### src/regblk_pkg.sv
package regblk_pkg;

  // Bus and field widths
  localparam int ADDR_W   = 16;
  localparam int DATA_W   = 32;
  localparam int STRB_W   = DATA_W / 8;
  localparam int OFFSET_W = 8;
  localparam int STATUS_W = 8;
  localparam int TRIG_W   = 4;
  localparam int NUM_REGS = 5;

  typedef logic [ADDR_W-1:0]   addr_t;
  typedef logic [DATA_W-1:0]   data_t;
  typedef logic [STRB_W-1:0]   strb_t;
  typedef logic [OFFSET_W-1:0] offset_t;
  typedef logic [STATUS_W-1:0] status_t;
  typedef logic [TRIG_W-1:0]   trig_t;
  typedef logic [NUM_REGS-1:0] reg_sel_t;

  // Bit positions inside reg_sel_t
  localparam int SEL_CTRL     = 0;
  localparam int SEL_IRQ_EN   = 1;
  localparam int SEL_STATUS   = 2;
  localparam int SEL_HW_VALUE = 3;
  localparam int SEL_TRIGGER  = 4;

  // Address map
  localparam addr_t   BASE_ADDRESS = 16'h1000;
  localparam addr_t   WINDOW_SIZE  = 16'h0100;
  localparam offset_t OFS_CTRL     = 8'h00;
  localparam offset_t OFS_IRQ_EN   = 8'h04;
  localparam offset_t OFS_STATUS   = 8'h08;
  localparam offset_t OFS_HW_VALUE = 8'h0c;
  localparam offset_t OFS_TRIGGER  = 8'h10;

  localparam data_t DEFAULT_READ_DATA = 32'hdead_beef;

  typedef struct packed {
    logic  psel;
    logic  penable;
    addr_t paddr;
    logic  pwrite;
    strb_t pstrb;
    data_t pwdata;
  } apb_req_t;

  typedef struct packed {
    logic  pready;
    data_t prdata;
    logic  pslverr;
  } apb_rsp_t;

  // Internal register access, one per APB transfer
  typedef struct packed {
    logic    valid;
    logic    write;
    offset_t offset;
    data_t   wdata;
    strb_t   strb;
  } reg_req_t;

  typedef struct packed {
    data_t rdata;
    logic  error;
  } reg_rsp_t;

endpackage

### src/apb_slave_port.sv
`timescale 1ns/1ps

module apb_slave_port (
  input  logic                 clk,
  input  logic                 i_reset,
  input  regblk_pkg::apb_req_t i_apb,
  output regblk_pkg::apb_rsp_t o_apb,
  output regblk_pkg::reg_req_t o_req,
  input  regblk_pkg::reg_rsp_t i_rsp
);

  typedef enum logic {
    IDLE,
    RESP
  } state_t;

  state_t state_q;
  state_t state_d;

  logic              access;
  logic              issue;
  regblk_pkg::data_t rdata_q;
  logic              error_q;

  // First access cycle of a transfer
  assign access = i_apb.psel && i_apb.penable;
  assign issue  = (state_q == IDLE) && access;

  always_comb begin
    state_d = state_q;
    case (state_q)
      IDLE: begin
        if (access) begin
          state_d = RESP;
        end
      end
      RESP: begin
        // pready is high for this cycle only
        state_d = IDLE;
      end
      default: begin
        state_d = IDLE;
      end
    endcase
  end

  always_ff @(posedge clk) begin
    if (i_reset) begin
      state_q <= IDLE;
    end else begin
      state_q <= state_d;
    end
  end

  // Response captured at the edge that ends the first access cycle
  always_ff @(posedge clk) begin
    if (issue) begin
      rdata_q <= i_rsp.rdata;
      error_q <= i_rsp.error;
    end
  end

  always_comb begin
    o_req.valid  = issue;
    o_req.write  = i_apb.pwrite;
    o_req.offset = i_apb.paddr[regblk_pkg::OFFSET_W-1:0];
    o_req.wdata  = i_apb.pwdata;
    o_req.strb   = i_apb.pstrb;
  end

  always_comb begin
    o_apb.pready  = (state_q == RESP);
    o_apb.prdata  = rdata_q;
    // Error only qualifies the completing cycle
    o_apb.pslverr = error_q && (state_q == RESP);
  end

endmodule

### src/reg_decoder.sv
`timescale 1ns/1ps

module reg_decoder (
  input  regblk_pkg::reg_req_t i_req,
  input  regblk_pkg::addr_t    i_apb_addr,
  output regblk_pkg::reg_rsp_t o_rsp,
  output regblk_pkg::reg_sel_t o_wr_sel,
  output regblk_pkg::data_t    o_wdata,
  output regblk_pkg::strb_t    o_strb,
  input  regblk_pkg::data_t    i_ctrl,
  input  regblk_pkg::status_t  i_irq_en,
  input  regblk_pkg::status_t  i_status,
  input  regblk_pkg::data_t    i_hw_value
);

  regblk_pkg::reg_sel_t hit;
  regblk_pkg::reg_sel_t wr_hit;
  regblk_pkg::data_t    rdata;
  logic                 in_window;
  logic                 error;

  // Word match, byte address bits 1:0 ignored
  function automatic logic ofs_match(regblk_pkg::offset_t a, regblk_pkg::offset_t b);
    return a[regblk_pkg::OFFSET_W-1:2] == b[regblk_pkg::OFFSET_W-1:2];
  endfunction

  assign in_window = (i_apb_addr >= regblk_pkg::BASE_ADDRESS) &&
                     (i_apb_addr <  regblk_pkg::BASE_ADDRESS + regblk_pkg::WINDOW_SIZE);

  always_comb begin
    hit                          = '0;
    hit[regblk_pkg::SEL_CTRL]     = ofs_match(i_req.offset, regblk_pkg::OFS_CTRL);
    hit[regblk_pkg::SEL_IRQ_EN]   = ofs_match(i_req.offset, regblk_pkg::OFS_IRQ_EN);
    hit[regblk_pkg::SEL_STATUS]   = ofs_match(i_req.offset, regblk_pkg::OFS_STATUS);
    hit[regblk_pkg::SEL_HW_VALUE] = ofs_match(i_req.offset, regblk_pkg::OFS_HW_VALUE);
    hit[regblk_pkg::SEL_TRIGGER]  = ofs_match(i_req.offset, regblk_pkg::OFS_TRIGGER);
  end

  assign error = !in_window || (hit == '0);

  always_comb begin
    wr_hit = hit;
    // HW_VALUE is read-only, a write completes but changes nothing
    wr_hit[regblk_pkg::SEL_HW_VALUE] = 1'b0;
    if (i_req.valid && i_req.write && !error) begin
      o_wr_sel = wr_hit;
    end else begin
      o_wr_sel = '0;
    end
  end

  assign o_wdata = i_req.wdata;
  assign o_strb  = i_req.strb;

  // Read mux, narrow registers zero-extended
  always_comb begin
    rdata = '0;
    if (error) begin
      rdata = regblk_pkg::DEFAULT_READ_DATA;
    end else begin
      if (hit[regblk_pkg::SEL_CTRL]) begin
        rdata = i_ctrl;
      end
      if (hit[regblk_pkg::SEL_IRQ_EN]) begin
        rdata = regblk_pkg::data_t'(i_irq_en);
      end
      if (hit[regblk_pkg::SEL_STATUS]) begin
        rdata = regblk_pkg::data_t'(i_status);
      end
      if (hit[regblk_pkg::SEL_HW_VALUE]) begin
        rdata = i_hw_value;
      end
      // TRIGGER is write-only and reads as zero
    end
  end

  always_comb begin
    o_rsp.rdata = rdata;
    o_rsp.error = error;
  end

endmodule

### src/ctrl_register.sv
`timescale 1ns/1ps

module ctrl_register #(
  parameter int WIDTH = 32
) (
  input  logic              clk,
  input  logic              i_reset,
  input  logic              i_wr,
  input  regblk_pkg::data_t i_wdata,
  input  regblk_pkg::strb_t i_strb,
  output logic [WIDTH-1:0]  o_value
);

  regblk_pkg::data_t lane_mask;
  logic [WIDTH-1:0]  bit_mask;
  logic [WIDTH-1:0]  value_q;
  logic [WIDTH-1:0]  value_d;

  // Expand byte strobes to a bit mask
  always_comb begin
    for (int lane = 0; lane < regblk_pkg::STRB_W; lane++) begin
      lane_mask[lane*8 +: 8] = {8{i_strb[lane]}};
    end
  end

  assign bit_mask = lane_mask[WIDTH-1:0];

  // Merge strobed lanes into the held value
  always_comb begin
    value_d = value_q;
    if (i_wr) begin
      value_d = (value_q & ~bit_mask) | (i_wdata[WIDTH-1:0] & bit_mask);
    end
  end

  always_ff @(posedge clk) begin
    if (i_reset) begin
      value_q <= '0;
    end else begin
      value_q <= value_d;
    end
  end

  assign o_value = value_q;

endmodule

### src/status_register.sv
`timescale 1ns/1ps

module status_register (
  input  logic                clk,
  input  logic                i_reset,
  input  logic                i_wr,
  input  regblk_pkg::data_t   i_wdata,
  input  regblk_pkg::strb_t   i_strb,
  input  regblk_pkg::status_t i_events,
  input  regblk_pkg::status_t i_irq_en,
  output regblk_pkg::status_t o_status,
  output logic                o_irq
);

  regblk_pkg::status_t status_q;
  regblk_pkg::status_t status_d;
  regblk_pkg::status_t clr;
  regblk_pkg::status_t pending;

  // Write 1 to clear, only through byte lane 0
  always_comb begin
    clr = '0;
    if (i_wr && i_strb[0]) begin
      clr = i_wdata[regblk_pkg::STATUS_W-1:0];
    end
  end

  // Hardware set applied after the clear so it wins
  always_comb begin
    status_d = status_q & ~clr;
    status_d = status_d | i_events;
  end

  always_ff @(posedge clk) begin
    if (i_reset) begin
      status_q <= '0;
    end else begin
      status_q <= status_d;
    end
  end

  assign o_status = status_q;

  // Interrupt from enabled sticky bits
  assign pending = status_q & i_irq_en;
  assign o_irq   = |pending;

endmodule

### src/trigger_register.sv
`timescale 1ns/1ps

module trigger_register (
  input  logic              clk,
  input  logic              i_reset,
  input  logic              i_wr,
  input  regblk_pkg::data_t i_wdata,
  input  regblk_pkg::strb_t i_strb,
  output regblk_pkg::trig_t o_trigger
);

  regblk_pkg::trig_t pulse_q;

  // Held for one cycle, cleared whenever no write arrives
  always_ff @(posedge clk) begin
    if (i_reset) begin
      pulse_q <= '0;
    end else if (i_wr && i_strb[0]) begin
      pulse_q <= i_wdata[regblk_pkg::TRIG_W-1:0];
    end else begin
      pulse_q <= '0;
    end
  end

  assign o_trigger = pulse_q;

endmodule

### src/apb_regblk_top.sv
`timescale 1ns/1ps

module apb_regblk_top (
  input  logic                 clk,
  input  logic                 i_reset,
  input  regblk_pkg::apb_req_t i_apb,
  output regblk_pkg::apb_rsp_t o_apb,
  input  regblk_pkg::status_t  i_events,
  input  regblk_pkg::data_t    i_hw_value,
  output regblk_pkg::data_t    o_ctrl,
  output regblk_pkg::trig_t    o_trigger,
  output logic                 o_irq
);

  regblk_pkg::reg_req_t req;
  regblk_pkg::reg_rsp_t rsp;
  regblk_pkg::reg_sel_t wr_sel;
  regblk_pkg::data_t    wdata;
  regblk_pkg::strb_t    strb;
  regblk_pkg::status_t  irq_en;
  regblk_pkg::status_t  status;

  apb_slave_port u_port (
    .clk     (clk),
    .i_reset (i_reset),
    .i_apb   (i_apb),
    .o_apb   (o_apb),
    .o_req   (req),
    .i_rsp   (rsp)
  );

  reg_decoder u_decoder (
    .i_req      (req),
    .i_apb_addr (i_apb.paddr),
    .o_rsp      (rsp),
    .o_wr_sel   (wr_sel),
    .o_wdata    (wdata),
    .o_strb     (strb),
    .i_ctrl     (o_ctrl),
    .i_irq_en   (irq_en),
    .i_status   (status),
    .i_hw_value (i_hw_value)
  );

  ctrl_register #(
    .WIDTH (regblk_pkg::DATA_W)
  ) u_ctrl (
    .clk     (clk),
    .i_reset (i_reset),
    .i_wr    (wr_sel[regblk_pkg::SEL_CTRL]),
    .i_wdata (wdata),
    .i_strb  (strb),
    .o_value (o_ctrl)
  );

  ctrl_register #(
    .WIDTH (regblk_pkg::STATUS_W)
  ) u_irq_en (
    .clk     (clk),
    .i_reset (i_reset),
    .i_wr    (wr_sel[regblk_pkg::SEL_IRQ_EN]),
    .i_wdata (wdata),
    .i_strb  (strb),
    .o_value (irq_en)
  );

  status_register u_status (
    .clk      (clk),
    .i_reset  (i_reset),
    .i_wr     (wr_sel[regblk_pkg::SEL_STATUS]),
    .i_wdata  (wdata),
    .i_strb   (strb),
    .i_events (i_events),
    .i_irq_en (irq_en),
    .o_status (status),
    .o_irq    (o_irq)
  );

  trigger_register u_trigger (
    .clk       (clk),
    .i_reset   (i_reset),
    .i_wr      (wr_sel[regblk_pkg::SEL_TRIGGER]),
    .i_wdata   (wdata),
    .i_strb    (strb),
    .o_trigger (o_trigger)
  );

endmodule

### config.mk
export PLATFORM = sky130hd
export DESIGN_NAME = apb_regblk_top
export DESIGN_NICKNAME = d
export VERILOG_FILES = /design/src/regblk_pkg.sv /design/src/apb_slave_port.sv /design/src/reg_decoder.sv /design/src/ctrl_register.sv /design/src/status_register.sv /design/src/trigger_register.sv /design/src/apb_regblk_top.sv
export SDC_FILE = /design/constraint.sdc
export NUM_CORES = 1
export LEC_CHECK = 0
export BUFFER_PORTS_ARGS = -buffer_cell sky130_fd_sc_hd__buf_2
export CAP_MARGIN = 20
export CELL_PAD_IN_SITES_DETAIL_PLACEMENT = 0
export CELL_PAD_IN_SITES_GLOBAL_PLACEMENT = 1
export CORE_ASPECT_RATIO = 1.5
export CORE_MARGIN = 10
export CORE_UTILIZATION = 31
export CTS_CLUSTER_DIAMETER = 150
export CTS_CLUSTER_SIZE = 16
export DETAILED_ROUTE_END_ITERATION = 12
export PLACE_DENSITY = 0.81
export SYNTH_ARGS = -nofsm -noshare
export SYNTH_HDL_FRONTEND = slang
export SYNTH_SLANG_ARGS = --single-unit
### constraint.sdc
create_clock -name clk -period 2.1 [get_ports clk]
set_input_delay 0.315 -clock clk [delete_from_list [all_inputs] [get_ports clk]]
set_output_delay 0.315 -clock clk [all_outputs]
set_load 0.02 [all_outputs]
## Yosys cells after proc, flatten, opt, wreduce, memory -nomap -nowiden

Index checks and enable logic that the tools add are counted.

| storage, ports and cells | value |
|---|---|
| output and inout bits | 71 |
| word-level logic and storage cells | 50 |
| bits in registers | 86 |

| cells by class | value |
|---|---|
| reduce and logical (&&, ||, !) cells | 15 |
| equality and inequality tests | 4 |
| bitwise gates (word level) | 14 |
| $lt $le $gt $ge | 2 |
| muxes and demuxes | 8 |

Operators with widths:

| cell | count |
|---|---|
| $mux 32 | 4 |
| $and 32x32->32 | 2 |
| $and 8x8->8 | 4 |
| $not 32->32 | 1 |
| $or 32x32->32 | 1 |
| $ge 16x13->1 const B | 1 |
| $lt 16x13->1 const B | 1 |
| $not 8->8 | 2 |
| $or 8x8->8 | 2 |
| $eq 6x2->1 const B | 2 |
| $logic_and 1x1->1 | 8 |
| $mux 8 | 1 |
| $reduce_or 8->1 | 1 |
| $eq 6x1->1 const B | 1 |
| $eq 6x3->1 const B | 1 |
| $logic_not 6->1 | 1 |
| $logic_not 5->1 | 1 |
| $mux 5 | 1 |
| $logic_not 1->1 | 2 |
| $not 1->1 | 2 |
| $pmux 1 s2 | 1 |
| $reduce_or 2->1 | 1 |
| $logic_or 1x1->1 | 1 |
| $mux 1 | 1 |

## Logic depth before layout (Yosys ltp)

| logic depth | value |
|---|---|
| word-level depth | 12 |
| depth in mapped cells | 7 |
| gate-level depth less buffers | 4 |

## Cells and area by module

Synthesis repeated with hierarchy kept, for this count alone.

| second synthesis, totals | value |
|---|---|
| cells, all modules | 450 |
| area total of the unflattened synthesis | 4873.4 µm² |

Modules (own cells, without submodules):

| module | times used | seq. area each (µm²) | area each (µm²) | cells each |
|---|---|---|---|---|
| ctrl_register at u_ctrl | 1 | 640.6 | 1559.0 | 146 |
| apb_slave_port | 1 | 1011.0 | 1393.8 | 84 |
| reg_decoder | 1 | 0.0 | 1042.2 | 137 |
| status_register | 1 | 160.2 | 391.6 | 38 |
| ctrl_register at u_irq_en | 1 | 160.2 | 366.6 | 37 |
| trigger_register | 1 | 80.1 | 120.1 | 8 |

## Worst setup path before layout

OpenSTA, ideal clock, no wires.

| timing | value |
|---|---|
| path kind | in2reg |
| start point | input i_apb[54] in the netlist's numbering |
| end point | register u_port.error_q, enable pin |
| data required time | 1677 ps |
| library setup time | 423 ps |
| buffers on the path | 0 |
| stages on the path | 2 |
| arrival time | 1775 ps |
| path slack | -99 ps |
| cells stage by stage | nand2_1 -> nor2_1 |

| between the ends | value |
|---|---|
| longest elaborated chain between the ends | 2 |

Ends and longest elaborated chain:

| what | line | text |
|---|---|---|
| start: declaration | apb_regblk_top.sv:6 | `input regblk_pkg::apb_req_t i_apb,` |
| $logic_and 1x1->1 | apb_slave_port.sv:26 | `assign access = i_apb.psel && i_apb.penable;` |
| $logic_and 1x1->1 | apb_slave_port.sv:27 | `assign issue = (state_q == IDLE) && access;` |
| end signal: assignment | apb_slave_port.sv:59 | `error_q <= i_rsp.error;` |
| end: declaration | apb_slave_port.sv:23 | `logic error_q;` |

No other way between the ends.
A chain may end at the register's enable or synchronous reset.

==> flow_summary.ini <==
[floorplanning]
placementRows = 49
die_h_um = 155
io_pins = 168
fp.dieArea_mm2 = 0.0170
core_area_mm2 = 0.0120
die_w_um = 110
initial_core_util = 0.314

[timing]
slew_violations = 0
maxSlewHeadroom = 0.671
setup_viol = 0
worst_slack_ps = 479
period_needed_ps = 1620
hold_ws_ps = 209
worst_pin_slew_ps = 493
timing.final.hold_violations = 0
fin_tns_setup_ps = 0
clock.fmax_mhz = 617
rsz0062_at_grt = false
clock_skew_ps = 8.49
fin_crit_sh = 0.772

[synthesis]
synth_async_sr_flop_share = 0
ys_ff_latch = 86
ys_top_cells_by_area = dfxtp_1 28%, edfxtp_1 26%, a221o_1 4.8%
syn_area_mm2 = 0.00376
ys.flop_type = dfxtp_1
synth.largest_area_cell = dfxtp_1
syn_inst = 349
yosysWarnings = 0
ys_seq_area_frac = 0.546
ys_types = 32
syn_nets = 446
synth.top_cell.area_share = 0.282
synth_edf_count = 33
syn_avg_cell_area_um2 = 10.8

[critical_path]
max_stage_delay_ps = 350
startpoint_type = register
rrSetupSlack_ps = 480
r2r-start = u_port.state_q
critPathCaptureType = register
criticalPathCategory = register to register
cp.arrival_ps = 1880
path_cells = and4b_1, and4_1, and2_1, buf_4, mux2i_1
crit_required_ps = 2360
r2r_cells = 5
slowest_stage = dfxtp_1
cp_max_fo = 8

[power_and_ir_drop]
power_frac_seq = 0.476
intPower_uw = 2910
p_leak_uw = 0.00209
clockPowerShare = 0.454
power_frac_comb = 0.070
powerDensity_mw_per_mm2 = 732
vdd_drop_max_mv = 0.348
netSwitchingPower_uw = 822
sw_frac_of_total = 0.220

[place]
place_congestion = 0.776
dpl_worst_slack_ps = 164
numPortBuffers = 165
dp.cells = 654
dpl.hpwl_mm = 10.3

[drt]
wire_per_inst_um = 19.6
num_vias = 3537
finalWirelength_mm = 13.2
viasPerCell = 5.26
drc = 0
ant_nets = 0
firstDrtPassIters = 4
drt_iter0_drc = 139

[final_layout]
final_core_util = 0.427
drive_above_1_share = 0.398
instances_no_fill = 673
multi_input_area_mm2 = 0.00156
syn2layout_area_growth_pct = 35.9
seqCellArea_mm2 = 0.00205
nNetsFinal = 609
nFillCells = 1200

[clocking]
cts_buffers = 9
cts.htree.levels = 3
clkTransAtPathRegs_ps = 60
cts_hold_repair.buffers = 0
clockRootBuffer = clkbuf_16
cts.repair.resized = 0
cts_tree = done
clockBufferDepth = 2
post_cts_buffers = 0
clk_latency_ps = 340
clock_sinks = 86

[grt]
grt_overflow = 0
grt_pass1_vias = 3653
globalRouteTotalUtil = 0.148
antenna_found_initial = 3
grt_max_degree = 35
grt_pass1_wl_mm = 19.7

[hold_path]
holdCritStartpoint = i_apb[2]
hp-class = primary input to register
worstHoldEndpoint = u_trigger.o_trigger[2]
holdPathStages = 2

[outcome]
outcome = complete, no violations

[run]
drv_cap = 0
## stage by stage
stage / total power (µW) / cell area [µm²]
floorplan: 1920 / 3760
global placement: 2070 / 4780
detailed placement: 2080 / 4780
CTS: 3770 / 5100
global route: 3850 / 5100
finish: 3730 / 5100
## worst max-delay path, delay by kind of cell (launching register included)
family	cells	cell delay, ps
buffers and inverters	1	200
flip-flops	1	350
multiplexers	1	200
AND/OR/NAND/NOR	3	790
## how the worst max path moves through the flow
| stage | start | to | cells after the start |
|---|---|---|---|
| after global placement | i_apb[51] | u_port.rdata_q[2] | 7 |
| after CTS | u_port.state_q | register | 5 |
| after detailed placement | i_apb[51] | u_port.rdata_q[2] | 7 |
| final | u_port.state_q | register | 5 |
| after global routing | u_port.state_q | register | 5 |
| after floorplan | i_apb[51] | u_port.rdata_q[1] | 5 |
## layout by cell type, fill, tap and decap left out, types with 2 or more instances in the layout
cell,count
buf_2,165
dfxtp_1,53
edfxtp_1,33
nand4_1,28
a21oi_1,25
nand2b_1,24
o21ai_1,21
a221o_1,18
a22oi_1,17
mux2i_1,17
nor2_1,17
buf_4,17
nand2_1,11
nor3_1,10
clkbuf_16,9
nor4b_1,8
and2_1,7
a221oi_1,6
o21ai_0,5
diode_2,3
and3_1,3
nor3_4,2
nand3_1,2
bufinv_16,2
## power groups by stage
| stage | logic, µW | registers [µW] | clock network, µW |
|---|---|---|---|
| 2_1_floorplan | 79.8 | 1840 | 0 |
| 3_3_place_gp | 258 | 1810 | 0 |
| 3_5_place_dp | 263 | 1810 | 0 |
| 4_1_cts | 263 | 1780 | 1730 |
| 5_1_grt | 283 | 1780 | 1790 |
| 6_report | 261 | 1780 | 1700 |
## layout make-up
type                            count  share of cell area
Clock buffer                       10              0.0449
Clock inverter                      6              0.0167
Sequential cell                    86               0.402
Tap cell                          153              0.0375
Antenna cell                        3             0.00147
Inverter                            1            0.000735
Timing Repair Buffer              183               0.191
Multi-Input combinational cell    231               0.306
## kinds of logic after synthesis
kind of cell | after synthesis | synth area share
AND/OR/NAND/NOR | 121 | 0.202
multiplexers | 17 | 0.0453
buffers and inverters | 32 | 0.0400
AO/OA/AOI/OAI | 93 | 0.167
flip-flops | 86 | 0.546
## synth_stat cells, types with 5 or more instances
library cell and instances:
o21ai_1 21, and2_1 7, nor3_1 10, edfxtp_1 33
o21ai_0 5, clkbuf_1 15, nor2_1 18, a22oi_1 17
buf_2 12, nor4b_1 8, nand2b_1 24, a221oi_1 6
nand2_1 11, a221o_1 18, dfxtp_1 53, a21oi_1 25
mux2i_1 17, nand4_1 28
## per-layer routing
| layer | GRT usage | wire, µm | share of wire | up-vias |
|---|---|---|---|---|
| li1 | - | - | - | 1678 |
| met1 | 0.158 | 4730 | 0.36 | 1679 |
| met2 | 0.255 | 6680 | 0.51 | 156 |
| met3 | 0.0616 | 1520 | 0.12 | 24 |
| met4 | 0.0460 | 276 | 0.021 | 0 |
| met5 | 0 | 0 | 0 | - |
No activity file was read; power rests on OpenSTA's default activity.
